**src/verilog/sdram_copy_pkg.sv**
```systemverilog
package sdram_copy_pkg;

    // bus and beat geometry
    localparam int DATA_W     = 128;  // one beat
    localparam int ADDR_W     = 32;   // byte address
    localparam int BEAT_BYTES = DATA_W / 8;

    // command length, 0 to 2047 beats
    localparam int LEN_W      = 11;

    // avalon burstcount and the burst cap
    localparam int BURST_W    = 11;
    localparam int BURST_MAX  = 16;   // also the fifo depth

    // fifo pointers index BURST_MAX entries
    localparam int FIFO_AW    = 4;

    // command opcodes
    typedef enum logic {
        OP_COPY = 1'b0,   // source run to destination run
        OP_FILL = 1'b1    // pattern to destination run
    } op_t;

endpackage

```
**src/verilog/sdram_read.sv**
```systemverilog
module sdram_read
    import sdram_copy_pkg::*;
(
    input  wire                clk,
    input  wire                rst_n,

    // avalon-mm read master
    input  wire  [DATA_W-1:0]  readdata,
    input  wire                readdatavalid,
    input  wire                waitrequest,
    output logic               read,
    output logic [ADDR_W-1:0]  address,
    output logic [BURST_W-1:0] burstcount,

    // burst request from the controller
    input  wire  [ADDR_W-1:0]  rd_addr,
    input  wire  [BURST_W-1:0] rd_cnt,
    input  wire                rd_start,
    output logic               read_valid,   // fifo push
    output logic [DATA_W-1:0]  read_data,
    output logic               rd_done       // high while idle
);

    typedef enum logic [1:0] {
        IDLE,
        SEND_ADDR,
        RECV_DATA
    } state_t;

    state_t             state;
    state_t             nxt_state;
    logic [BURST_W-1:0] beats_left;
    logic               beat_dec;

    // request fields, held for the whole burst
    always_ff @(posedge clk, negedge rst_n) begin
        if (!rst_n) begin
            address    <= '0;
            burstcount <= '0;
        end else if (rd_start && state == IDLE) begin
            address    <= rd_addr;
            burstcount <= rd_cnt;
        end
    end

    // beats still owed by the slave
    always_ff @(posedge clk, negedge rst_n) begin
        if (!rst_n)
            beats_left <= '0;
        else if (rd_start && state == IDLE)
            beats_left <= rd_cnt;
        else if (beat_dec)
            beats_left <= beats_left - BURST_W'(1);
    end

    assign read_data = readdata;  // straight into the fifo

    always_ff @(posedge clk, negedge rst_n) begin
        if (!rst_n)
            state <= IDLE;
        else
            state <= nxt_state;
    end

    always_comb begin
        read       = 1'b0;
        read_valid = 1'b0;
        beat_dec   = 1'b0;
        rd_done    = 1'b0;
        nxt_state  = state;

        case (state)
            IDLE: begin
                rd_done = 1'b1;
                if (rd_start)
                    nxt_state = SEND_ADDR;
            end
            SEND_ADDR: begin
                read = 1'b1;  // held until the slave takes it
                if (!waitrequest)
                    nxt_state = RECV_DATA;
            end
            default: begin
                if (readdatavalid) begin
                    read_valid = 1'b1;
                    beat_dec   = 1'b1;
                    if (beats_left == BURST_W'(1))
                        nxt_state = IDLE;  // last beat
                end
            end
        endcase
    end

    // slave must not return data that was never asked for
    a_no_stray_data: assert property (@(posedge clk) disable iff (!rst_n)
        state == IDLE |-> !readdatavalid);

endmodule

```
**src/verilog/sdram_write.sv**
```systemverilog
module sdram_write
    import sdram_copy_pkg::*;
(
    input  wire                clk,
    input  wire                rst_n,

    // avalon-mm write master
    input  wire                waitrequest,
    output logic               write,
    output logic [ADDR_W-1:0]  address,
    output logic [BURST_W-1:0] burstcount,
    output logic [DATA_W-1:0]  writedata,

    // burst request from the controller
    input  wire  [ADDR_W-1:0]  wr_addr,
    input  wire  [BURST_W-1:0] wr_cnt,
    input  wire                wr_fill,
    input  wire  [DATA_W-1:0]  fill_data,
    input  wire  [DATA_W-1:0]  fifo_data,  // show-ahead head
    input  wire                wr_start,
    output logic               beat_take,
    output logic               wr_done     // high while idle
);

    typedef enum logic {
        IDLE,
        SEND_DATA
    } state_t;

    state_t             state;
    logic [BURST_W-1:0] beats_left;
    logic               fill_q;
    logic [DATA_W-1:0]  pattern_q;
    logic               accept;

    assign accept = (state == SEND_DATA) && !waitrequest;

    // burst header, fixed from the first beat on
    always_ff @(posedge clk, negedge rst_n) begin
        if (!rst_n) begin
            address    <= '0;
            burstcount <= '0;
            fill_q     <= 1'b0;
        end else if (wr_start && state == IDLE) begin
            address    <= wr_addr;
            burstcount <= wr_cnt;
            fill_q     <= wr_fill;
        end
    end

    // fill pattern, payload only
    always_ff @(posedge clk) begin
        if (wr_start && state == IDLE)
            pattern_q <= fill_data;
    end

    always_ff @(posedge clk, negedge rst_n) begin
        if (!rst_n) begin
            state      <= IDLE;
            beats_left <= '0;
        end else begin
            case (state)
                IDLE: begin
                    if (wr_start) begin
                        state      <= SEND_DATA;
                        beats_left <= wr_cnt;
                    end
                end
                default: begin
                    if (accept) begin
                        beats_left <= beats_left - BURST_W'(1);
                        if (beats_left == BURST_W'(1))
                            state <= IDLE;  // last beat taken
                    end
                end
            endcase
        end
    end

    assign write     = (state == SEND_DATA);
    assign writedata = fill_q ? pattern_q : fifo_data;
    assign beat_take = accept;
    assign wr_done   = (state == IDLE);

    // fifo head must not move under a stalled beat
    a_data_held: assert property (@(posedge clk) disable iff (!rst_n)
        (write && waitrequest) |=> (write && $stable(writedata)));

endmodule

```
**src/verilog/beat_fifo.sv**
```systemverilog
module beat_fifo
    import sdram_copy_pkg::*;
(
    input  wire               clk,
    input  wire               rst_n,
    input  wire               push,
    input  wire  [DATA_W-1:0] push_data,
    input  wire               pop,
    output logic [DATA_W-1:0] pop_data,  // head, valid when not empty
    output logic              empty,
    output logic              full
);

    localparam logic [FIFO_AW:0] DEPTH = (FIFO_AW + 1)'(BURST_MAX);

    logic [DATA_W-1:0]  mem [BURST_MAX];
    logic [FIFO_AW-1:0] wr_ptr;
    logic [FIFO_AW-1:0] rd_ptr;
    logic [FIFO_AW:0]   count;

    always_ff @(posedge clk) begin
        if (push)
            mem[wr_ptr] <= push_data;
    end

    // pointers wrap on their own at depth 16
    always_ff @(posedge clk, negedge rst_n) begin
        if (!rst_n) begin
            wr_ptr <= '0;
            rd_ptr <= '0;
            count  <= '0;
        end else begin
            if (push)
                wr_ptr <= wr_ptr + FIFO_AW'(1);
            if (pop)
                rd_ptr <= rd_ptr + FIFO_AW'(1);
            case ({push, pop})
                2'b10:   count <= count + (FIFO_AW + 1)'(1);
                2'b01:   count <= count - (FIFO_AW + 1)'(1);
                default: count <= count;
            endcase
        end
    end

    assign pop_data = mem[rd_ptr];
    assign empty    = (count == '0);
    assign full     = (count == DEPTH);

    // bursts are capped at the depth, so neither should ever fire
    a_no_overflow: assert property (@(posedge clk) disable iff (!rst_n) full |-> !push);
    a_no_underflow: assert property (@(posedge clk) disable iff (!rst_n) empty |-> !pop);

endmodule

```
**src/verilog/copy_ctrl.sv**
```systemverilog
module copy_ctrl
    import sdram_copy_pkg::*;
(
    input  wire                clk,
    input  wire                rst_n,

    // command side
    input  wire                cmd_start,
    input  op_t                cmd_op,
    input  wire  [ADDR_W-1:0]  cmd_src,
    input  wire  [ADDR_W-1:0]  cmd_dst,
    input  wire  [LEN_W-1:0]   cmd_len,
    output logic               busy,
    output logic               cmd_done,

    // read master
    output logic               rd_start,
    output logic [ADDR_W-1:0]  rd_addr,
    output logic [BURST_W-1:0] rd_cnt,
    input  wire                rd_done,

    // write master
    output logic               wr_start,
    output logic [ADDR_W-1:0]  wr_addr,
    output logic [BURST_W-1:0] wr_cnt,
    output logic               wr_fill,
    input  wire                wr_done
);

    typedef enum logic [2:0] {
        S_IDLE,
        S_CHUNK,
        S_RD_START,
        S_RD_WAIT,
        S_WR_START,
        S_WR_WAIT,
        S_DONE
    } state_t;

    state_t             state;
    op_t                op_q;
    logic [ADDR_W-1:0]  src_q;
    logic [ADDR_W-1:0]  dst_q;
    logic [LEN_W-1:0]   remain_q;
    logic [BURST_W-1:0] chunk_q;
    logic [ADDR_W-1:0]  chunk_bytes;
    logic               accept;

    // idle and done both count as not busy
    assign busy   = (state != S_IDLE) && (state != S_DONE);
    assign accept = cmd_start && !busy;

    assign chunk_bytes = ADDR_W'(chunk_q) * ADDR_W'(BEAT_BYTES);

    always_ff @(posedge clk, negedge rst_n) begin
        if (!rst_n) begin
            state    <= S_IDLE;
            op_q     <= OP_COPY;
            src_q    <= '0;
            dst_q    <= '0;
            remain_q <= '0;
            chunk_q  <= '0;
        end else begin
            case (state)
                S_IDLE, S_DONE: begin
                    state <= S_IDLE;
                    if (accept) begin
                        state    <= S_CHUNK;
                        op_q     <= cmd_op;
                        src_q    <= cmd_src;
                        dst_q    <= cmd_dst;
                        remain_q <= cmd_len;
                    end
                end
                S_CHUNK: begin
                    if (remain_q == '0) begin
                        state <= S_DONE;
                    end else begin
                        // min(remaining, burst cap)
                        if (remain_q > LEN_W'(BURST_MAX))
                            chunk_q <= BURST_W'(BURST_MAX);
                        else
                            chunk_q <= BURST_W'(remain_q);
                        state <= (op_q == OP_FILL) ? S_WR_START : S_RD_START;
                    end
                end
                S_RD_START: state <= S_RD_WAIT;
                S_RD_WAIT: begin
                    if (rd_done) begin  // whole chunk sits in the fifo
                        src_q <= src_q + chunk_bytes;
                        state <= S_WR_START;
                    end
                end
                S_WR_START: state <= S_WR_WAIT;
                S_WR_WAIT: begin
                    if (wr_done) begin
                        dst_q    <= dst_q + chunk_bytes;
                        remain_q <= remain_q - LEN_W'(chunk_q);
                        state    <= S_CHUNK;
                    end
                end
                default: state <= S_IDLE;
            endcase
        end
    end

    assign cmd_done = (state == S_DONE);

    assign rd_start = (state == S_RD_START);
    assign rd_addr  = src_q;
    assign rd_cnt   = chunk_q;

    assign wr_start = (state == S_WR_START);
    assign wr_addr  = dst_q;
    assign wr_cnt   = chunk_q;
    assign wr_fill  = (op_q == OP_FILL);  // steady for the whole command

endmodule

```
**src/verilog/sdram_copy_top.sv**
```systemverilog
module sdram_copy_top
    import sdram_copy_pkg::*;
(
    input  wire                clk,
    input  wire                rst_n,

    // command side
    input  wire                cmd_start,
    input  op_t                cmd_op,
    input  wire  [ADDR_W-1:0]  cmd_src,
    input  wire  [ADDR_W-1:0]  cmd_dst,
    input  wire  [LEN_W-1:0]   cmd_len,
    input  wire  [DATA_W-1:0]  fill_data,
    output logic               busy,
    output logic               cmd_done,

    // avalon-mm read port
    output logic               avm_rd_read,
    output logic [ADDR_W-1:0]  avm_rd_address,
    output logic [BURST_W-1:0] avm_rd_burstcount,
    input  wire  [DATA_W-1:0]  avm_rd_readdata,
    input  wire                avm_rd_readdatavalid,
    input  wire                avm_rd_waitrequest,

    // avalon-mm write port
    output logic               avm_wr_write,
    output logic [ADDR_W-1:0]  avm_wr_address,
    output logic [BURST_W-1:0] avm_wr_burstcount,
    output logic [DATA_W-1:0]  avm_wr_writedata,
    input  wire                avm_wr_waitrequest
);

    logic               rd_start;
    logic [ADDR_W-1:0]  rd_addr;
    logic [BURST_W-1:0] rd_cnt;
    logic               rd_done;
    logic               wr_start;
    logic [ADDR_W-1:0]  wr_addr;
    logic [BURST_W-1:0] wr_cnt;
    logic               wr_fill;
    logic               wr_done;
    logic               read_valid;
    logic [DATA_W-1:0]  read_data;
    logic [DATA_W-1:0]  fifo_data;
    logic               beat_take;
    logic               fifo_pop;

    assign fifo_pop = beat_take && !wr_fill;  // fill beats never touch the fifo

    copy_ctrl i_copy_ctrl (
        .clk       (clk),
        .rst_n     (rst_n),
        .cmd_start (cmd_start),
        .cmd_op    (cmd_op),
        .cmd_src   (cmd_src),
        .cmd_dst   (cmd_dst),
        .cmd_len   (cmd_len),
        .busy      (busy),
        .cmd_done  (cmd_done),
        .rd_start  (rd_start),
        .rd_addr   (rd_addr),
        .rd_cnt    (rd_cnt),
        .rd_done   (rd_done),
        .wr_start  (wr_start),
        .wr_addr   (wr_addr),
        .wr_cnt    (wr_cnt),
        .wr_fill   (wr_fill),
        .wr_done   (wr_done)
    );

    sdram_read i_sdram_read (
        .clk           (clk),
        .rst_n         (rst_n),
        .readdata      (avm_rd_readdata),
        .readdatavalid (avm_rd_readdatavalid),
        .waitrequest   (avm_rd_waitrequest),
        .read          (avm_rd_read),
        .address       (avm_rd_address),
        .burstcount    (avm_rd_burstcount),
        .rd_addr       (rd_addr),
        .rd_cnt        (rd_cnt),
        .rd_start      (rd_start),
        .read_valid    (read_valid),
        .read_data     (read_data),
        .rd_done       (rd_done)
    );

    beat_fifo i_beat_fifo (
        .clk       (clk),
        .rst_n     (rst_n),
        .push      (read_valid),
        .push_data (read_data),
        .pop       (fifo_pop),
        .pop_data  (fifo_data),
        .empty     (),
        .full      ()
    );

    sdram_write i_sdram_write (
        .clk         (clk),
        .rst_n       (rst_n),
        .waitrequest (avm_wr_waitrequest),
        .write       (avm_wr_write),
        .address     (avm_wr_address),
        .burstcount  (avm_wr_burstcount),
        .writedata   (avm_wr_writedata),
        .wr_addr     (wr_addr),
        .wr_cnt      (wr_cnt),
        .wr_fill     (wr_fill),
        .fill_data   (fill_data),
        .fifo_data   (fifo_data),
        .wr_start    (wr_start),
        .beat_take   (beat_take),
        .wr_done     (wr_done)
    );

endmodule

```
**config.mk**
```make
export PLATFORM = sky130hd
export DESIGN_NAME = sdram_copy_top
export DESIGN_NICKNAME = d
export VERILOG_FILES = /design/src/verilog/sdram_copy_pkg.sv /design/src/verilog/sdram_read.sv /design/src/verilog/sdram_write.sv /design/src/verilog/beat_fifo.sv /design/src/verilog/copy_ctrl.sv /design/src/verilog/sdram_copy_top.sv
export SDC_FILE = /design/constraint.sdc
export NUM_CORES = 2
export LEC_CHECK = 0
export ABC_CLOCK_PERIOD_IN_PS = 30000
export BUFFER_PORTS_ARGS = -buffer_cell sky130_fd_sc_hd__buf_2
export CORE_MARGIN = 3
export CORE_UTILIZATION = 65
export CTS_CLUSTER_DIAMETER = 200
export DETAILED_ROUTE_END_ITERATION = 10
export PLACE_DENSITY = 0.82
export SLEW_MARGIN = 20
export SYNTH_ARGS = -nofsm -noshare
export SYNTH_HDL_FRONTEND = slang
export SYNTH_SLANG_ARGS = --single-unit
```
**constraint.sdc**
```tcl
create_clock -name clk -period 30 [get_ports clk]
set_clock_uncertainty 0.15 [all_clocks]
set_input_delay 9 -clock clk [delete_from_list [all_inputs] [get_ports clk]]
set_output_delay 9 -clock clk [all_outputs]
set_load 0.03 [all_outputs]
```
# Word-level counts from Yosys, hierarchy flattened
# Memories as Yosys holds them, arrays and structs flattened.
# Index checks and enable logic that the tools add are counted.
# word_totals
reg_bits	338
mem_bits_rw	2048
inputBits	338
output_inout_bits	218
elab_cells	110
n_memories	1
# op_classes
n_addsub	7
order_cmp	1
eq_ne	16
mux	37
n_bitwise	2
reduce_logical	28
# mem_list
memory	words	width	rd	rd_clocked_by_memory_dff	wr	line_no	rtl
i_beat_fifo.mem	16	128	1	0	1	beat_fifo.sv:16	logic [DATA_W-1:0] mem [BURST_MAX];
# ops
operator	n
$mux 128	1
$mux 32	4
$pmux 32 s2	2
$mux 11	8
$add 32x15->32	2
$eq 11x1->1 const B	2
$pmux 11 s2	1
$sub 11x1->11 const B	2
$pmux 3 s6	1
$mux 3	4
$gt 11x5->1 const B	1
$logic_not 11->1	1
$mux 1	11
$sub 11x11->11	1
$eq 3x3->1 const B	3
$reduce_bool 3->1	3
$add 4x1->4 const B	2
$mux 2	4
$reduce_and 2->1	4
$reduce_bool 2->1	4
$eq 3x2->1 const B	2
$logic_and 1x1->1	6
$ne 2x1->1 const B	3
$ne 2x2->1 const B	3
11 further kinds	16

# Depth between registers and ports, before layout
# logic_depth
word_depth	6
mapped_depth	10
mapped_depth_nobuf	10

# Hierarchy
# From an unflattened synthesis, not the netlist that was laid out.
# hier_totals
cells_unflattened	5027
area_unflattened_um2	95027.4
# modules_own_cells
mod	instances	cells_per_inst	area_per_inst_um2	seq_area_each_um2
beat_fifo	1	3466	77784.6	61824.3
sdram_write	1	450	7835.0	5245.0
copy_ctrl	1	728	6118.4	2252.2
sdram_read	1	382	3275.6	1401.3
sdram_copy_top	1	1	13.8	0.0

# Worst setup path before layout
# Ideal clock, no wire load.
# synth_timing
kind	input port to flip-flop
startpoint	in avm_rd_readdatavalid
endpoint	mem i_beat_fifo.mem[3][0], enable pin
setup_ns	0.772
t_arrival_ns	18.278
required_time_ns	29.078
setup_slack_ns	10.800
stages	4
path_buffers	1
path_cell_list	and2_1 > clkbuf_1 > nand2_1 > nor3_1
# synth_via
elab_chain_cells	4
# synth_lines
item	line_no	rtl
from (decl)	sdram_copy_top.sv:22	input wire avm_rd_readdatavalid,
$mux 1	sdram_read.sv:84	if (readdatavalid) begin
$mux 1	sdram_read.sv:72	case (state)
$mux 1	beat_fifo.sv:22	if (push)
$mux 1 (implied by the code)	beat_fifo.sv:23	mem[wr_ptr] <= push_data;
to (decl)	beat_fifo.sv:16	
# Every way passes these cells.

# Worst setup path in the final report
# layout_timing
startpoint	reg i_beat_fifo.rd_ptr[0]
endpoint	out avm_wr_writedata[109]
# layout_via
elab_chain_cells	2
# layout_lines
item	line_no	rtl
from (decl)	beat_fifo.sv:18	logic [FIFO_AW-1:0] rd_ptr;
from (signal assigned)	beat_fifo.sv:36	rd_ptr <= rd_ptr + FIFO_AW'(1);
$mem_v2 16x128	--	
$mux 128	sdram_write.sv:81	assign writedata = fill_q ? pattern_q : fifo_data;
to (decl)	sdram_copy_top.sv:29	output logic [DATA_W-1:0] avm_wr_writedata,
# Every way passes these cells.

==> reports/metrics.yaml <==
cts_hold_repair.buffers: 0
worst_slack_ps: 13100
status: "complete, no violations"
drive_gt1_share_pct: 34.2
netlist_instances: 4378
critPathMaxStageDelay_ps: 890
fp-row-count: 138
io_buffers: 555
multiInputGateArea_sq_um: 21300
crit_top_cell: "buf_4"
grt_util_met3_pct: 6.45
clock_latency_ps: 850
start_util_pct: 65.6
viasPerCell: 6.79
syn_nets: 4760
grt_pass1_wl_um: 345000
dpl_worst_slack_ps: 13850
first_pass_iters: 5
cts_setup_buffers: 0
drt_iter0_markers: 6365
yosysWarnings: 0
cts_resized: 0
rsz0062_at_grt: "false"
n_fill_cell: 7375
regArea_sq_um: 70600
worstPathCellList: "buf_4, buf_4, buf_4, buf_4, buf_4, mux4_2, mux4_2, mux2_2, buf_2"
fin_cells: 7150
drt_wl_total_um: 238000
dp_cells: 6695
cp_top_family: "buffers and inverters"
synth-seq-cells: 2386
crit_path_end_kind: "primary output"
grt_max_degree: 174
power_density_nw_per_um2: 101
busiest_layer: "met2"
antenna_found_initial: 58
worstPathRequired_ps: 20850
drc: 0
tightestPinTransition_ps: 1240
dr_total_vias: 48500
cp_slowest_cell: "buf_4"
path_buf_inv: 6
path_max_fanout: 48
crit_arrival_ps: 7750
synth-main-ff-cell: "edfxtp_1"
dieWidth_um: 384
leakagePower_nw: 35.7
nets: 5410
cts_tree: "yes"
htreeDepth: 4
hpwl_um: 119000
design.die.area_sq_um: 148000
clock.fmax_mhz: 59.2
synth-edff-count: 2176
final_hold_viol_count: 0
start_kind: "register"
core_area_sq_um: 142000
io_pins: 556
tns_ps: 0
period_minus_slack_ps: 16900
maxSlewHeadroom_pct: 17.7
synthesis.area_sq_um: 93000
antenna_left: 0
synth.avg_cell_area_sq_um: 21.2
grt_pass1_vias: 50300
holdCritPathClass: "reg -> reg"
gr-usage-met1_pct: 43.5
area_growth_syn_to_layout_pct: 13.5
ir_drop_v: 0.000103
cts_sinks: 2386
ys_seq_area_share_pct: 75.9
max-cap-violations: 0
async_reset_ff_share_pct: 8.80
grt.total_usage_pct: 32.6
numCtsBuffers: 221
routedWlPerCell_um: 33.3
path_class: "reg -> out"
fp.dieH_um: 384
fin_crit_sh_pct: 56.3
clk_pin_slew_worst_paths_ps: 60
setup_viol: 0
gr-total-overflow: 0
gp_congestion: 0.927
synth_cell_types: 73
grt.met2_usage_pct: 53.7
ctsRootBufferMaster: "clkbuf_16"
drv_slew: 0
cts_buffer_depth: 3
cells by family after synthesis:
logic type,after synthesis,share of synthesized area [%]
XOR/XNOR,15,0.141
multiplexers,778,17.2
AO/OA/AOI/OAI,292,2.00
buffers and inverters,253,1.29
adder cells (fa/ha/maj),44,0.616
flip-flops,2386,75.9
AND/OR/NAND/NOR,610,2.86
through the flow:
stage               hold slack [ps]  power, mW  instance area [sq um]  util (%)
global placement                297       7.59                  97900      69.1
CTS                             323       10.7                 105000      74.4
detailed placement              304       7.69                  98000      69.1
finish                          321       10.6                 106000      74.5
floorplan                       289       6.76                  93000         -
global route                    343       11.0                 106000      74.4
tightest hold or removal path: cells and delay by family, from the launching register on:
kind	cells	cell delay [ps]
DFF	1	340
and+or+nand+nor	2	100
sequential cells by signal, indices dropped and copies added, names as in the netlist, 11 cells and up:
| signal | flops |
|---|---|
| i_sdram_read.beats_left | 11 |
| i_sdram_read.burstcount | 11 |
| i_copy_ctrl.rd_cnt | 11 |
| i_sdram_write.beats_left | 11 |
| i_sdram_read.address | 32 |
| i_beat_fifo.mem | 2048 |
| i_sdram_write.pattern_q | 128 |
| i_sdram_write.burstcount | 11 |
| i_copy_ctrl.rd_addr | 32 |
| i_copy_ctrl.wr_addr | 32 |
| i_copy_ctrl.remain_q | 11 |
| i_sdram_write.address | 32 |
power by group:
| part | switching (mW) | total (mW) | internal [mW] |
|---|---|---|---|
| clock | 1.24 | 2.90 | 1.66 |
| sequential | 0.244 | 4.26 | 4.02 |
| combinational | 2.00 | 3.45 | 1.45 |
routing by layer:
metal,part of all wire [%],vias to the layer above
met3,10,527
met5,0.052,-
met4,3.8,20
met1,35,25200
met2,52,3328
li1,-,19500
final cells by class:
cell class	count	share of cell area (%)
flip-flops and latches	2386	66.9
multi-input cells	1739	20.2
clock buffers	265	5.44
repair buffers	648	3.42
well taps	1890	2.24
clock inverters	146	1.60
inverters	32	0.121
diodes	44	0.104
cell usage after synthesis, types with 16 or more instances:
cell type  count  area share, %
a211oi_1      16           0.13
a21oi_1       80           0.43
buf_1         16          0.065
buf_2         22           0.12
buf_4         36           0.29
clkbuf_1     136           0.55
dfrtp_1      210            5.7
edfxtp_1    2176             70
ha_1          41           0.55
inv_1         29           0.12
mux2_2       129            1.6
mux4_2       640             16
nand2_1      340            1.4
nand3_1       45           0.24
nor2_1        99           0.40
nor3_1        37           0.20
o21a_1        18           0.15
o21ai_0       60           0.32
o22ai_1       17           0.11
cells in the final DEF (no fill, tap or decap), types with 18 or more instances in the layout:
| cell | synthesis | routed |
|---|---|---|
| dfrtp_1 | 210 | 205 |
| ha_1 | 41 | 41 |
| o21a_1 | 18 | 18 |
| clkbuf_1 | 136 | 42 |
| buf_4 | 36 | 83 |
| diode_2 | 0 | 44 |
| bufinv_16 | 0 | 34 |
| nand3_1 | 45 | 45 |
| nor2_1 | 99 | 86 |
| clkinv_2 | 0 | 49 |
| mux4_2 | 640 | 640 |
| buf_2 | 22 | 554 |
| mux2_2 | 129 | 129 |
| inv_1 | 29 | 29 |
| nand2_1 | 340 | 340 |
| edfxtp_1 | 2176 | 2176 |
| a21oi_1 | 80 | 80 |
| o21ai_0 | 60 | 60 |
| clkinv_1 | 2 | 40 |
| nor3_1 | 37 | 33 |
| clkbuf_16 | 0 | 223 |
path summary, 6_finish.rpt:
kind | startpoint | end | slack, ps | cells past startpoint
worst min-delay path | i_sdram_read.address[28]$_DFFE_PN0P_ | i_sdram_read.address[28]$_DFFE_PN0P_ | 320 | 2
min in group asynchronous | rst_n | i_sdram_write.address[2]$_DFFE_PN0P_ | 8020 | 1
worst max register to register | i_sdram_read.state[1]$_DFFE_PN0P_ | i_beat_fifo.mem[11][75]$_DFFE_PP_ | 25870 | 5
max in group asynchronous | rst_n | i_beat_fifo.rd_ptr[1]$_DFFE_PN0P_ | 20310 | 2
worst max-delay path | i_beat_fifo.rd_ptr[0]$_DFFE_PN0P_ | avm_wr_writedata[109] | 13100 | 9
worst min register to register | i_sdram_read.address[28]$_DFFE_PN0P_ | i_sdram_read.address[28]$_DFFE_PN0P_ | 320 | 2
No activity file was read; power rests on OpenSTA's default activity.
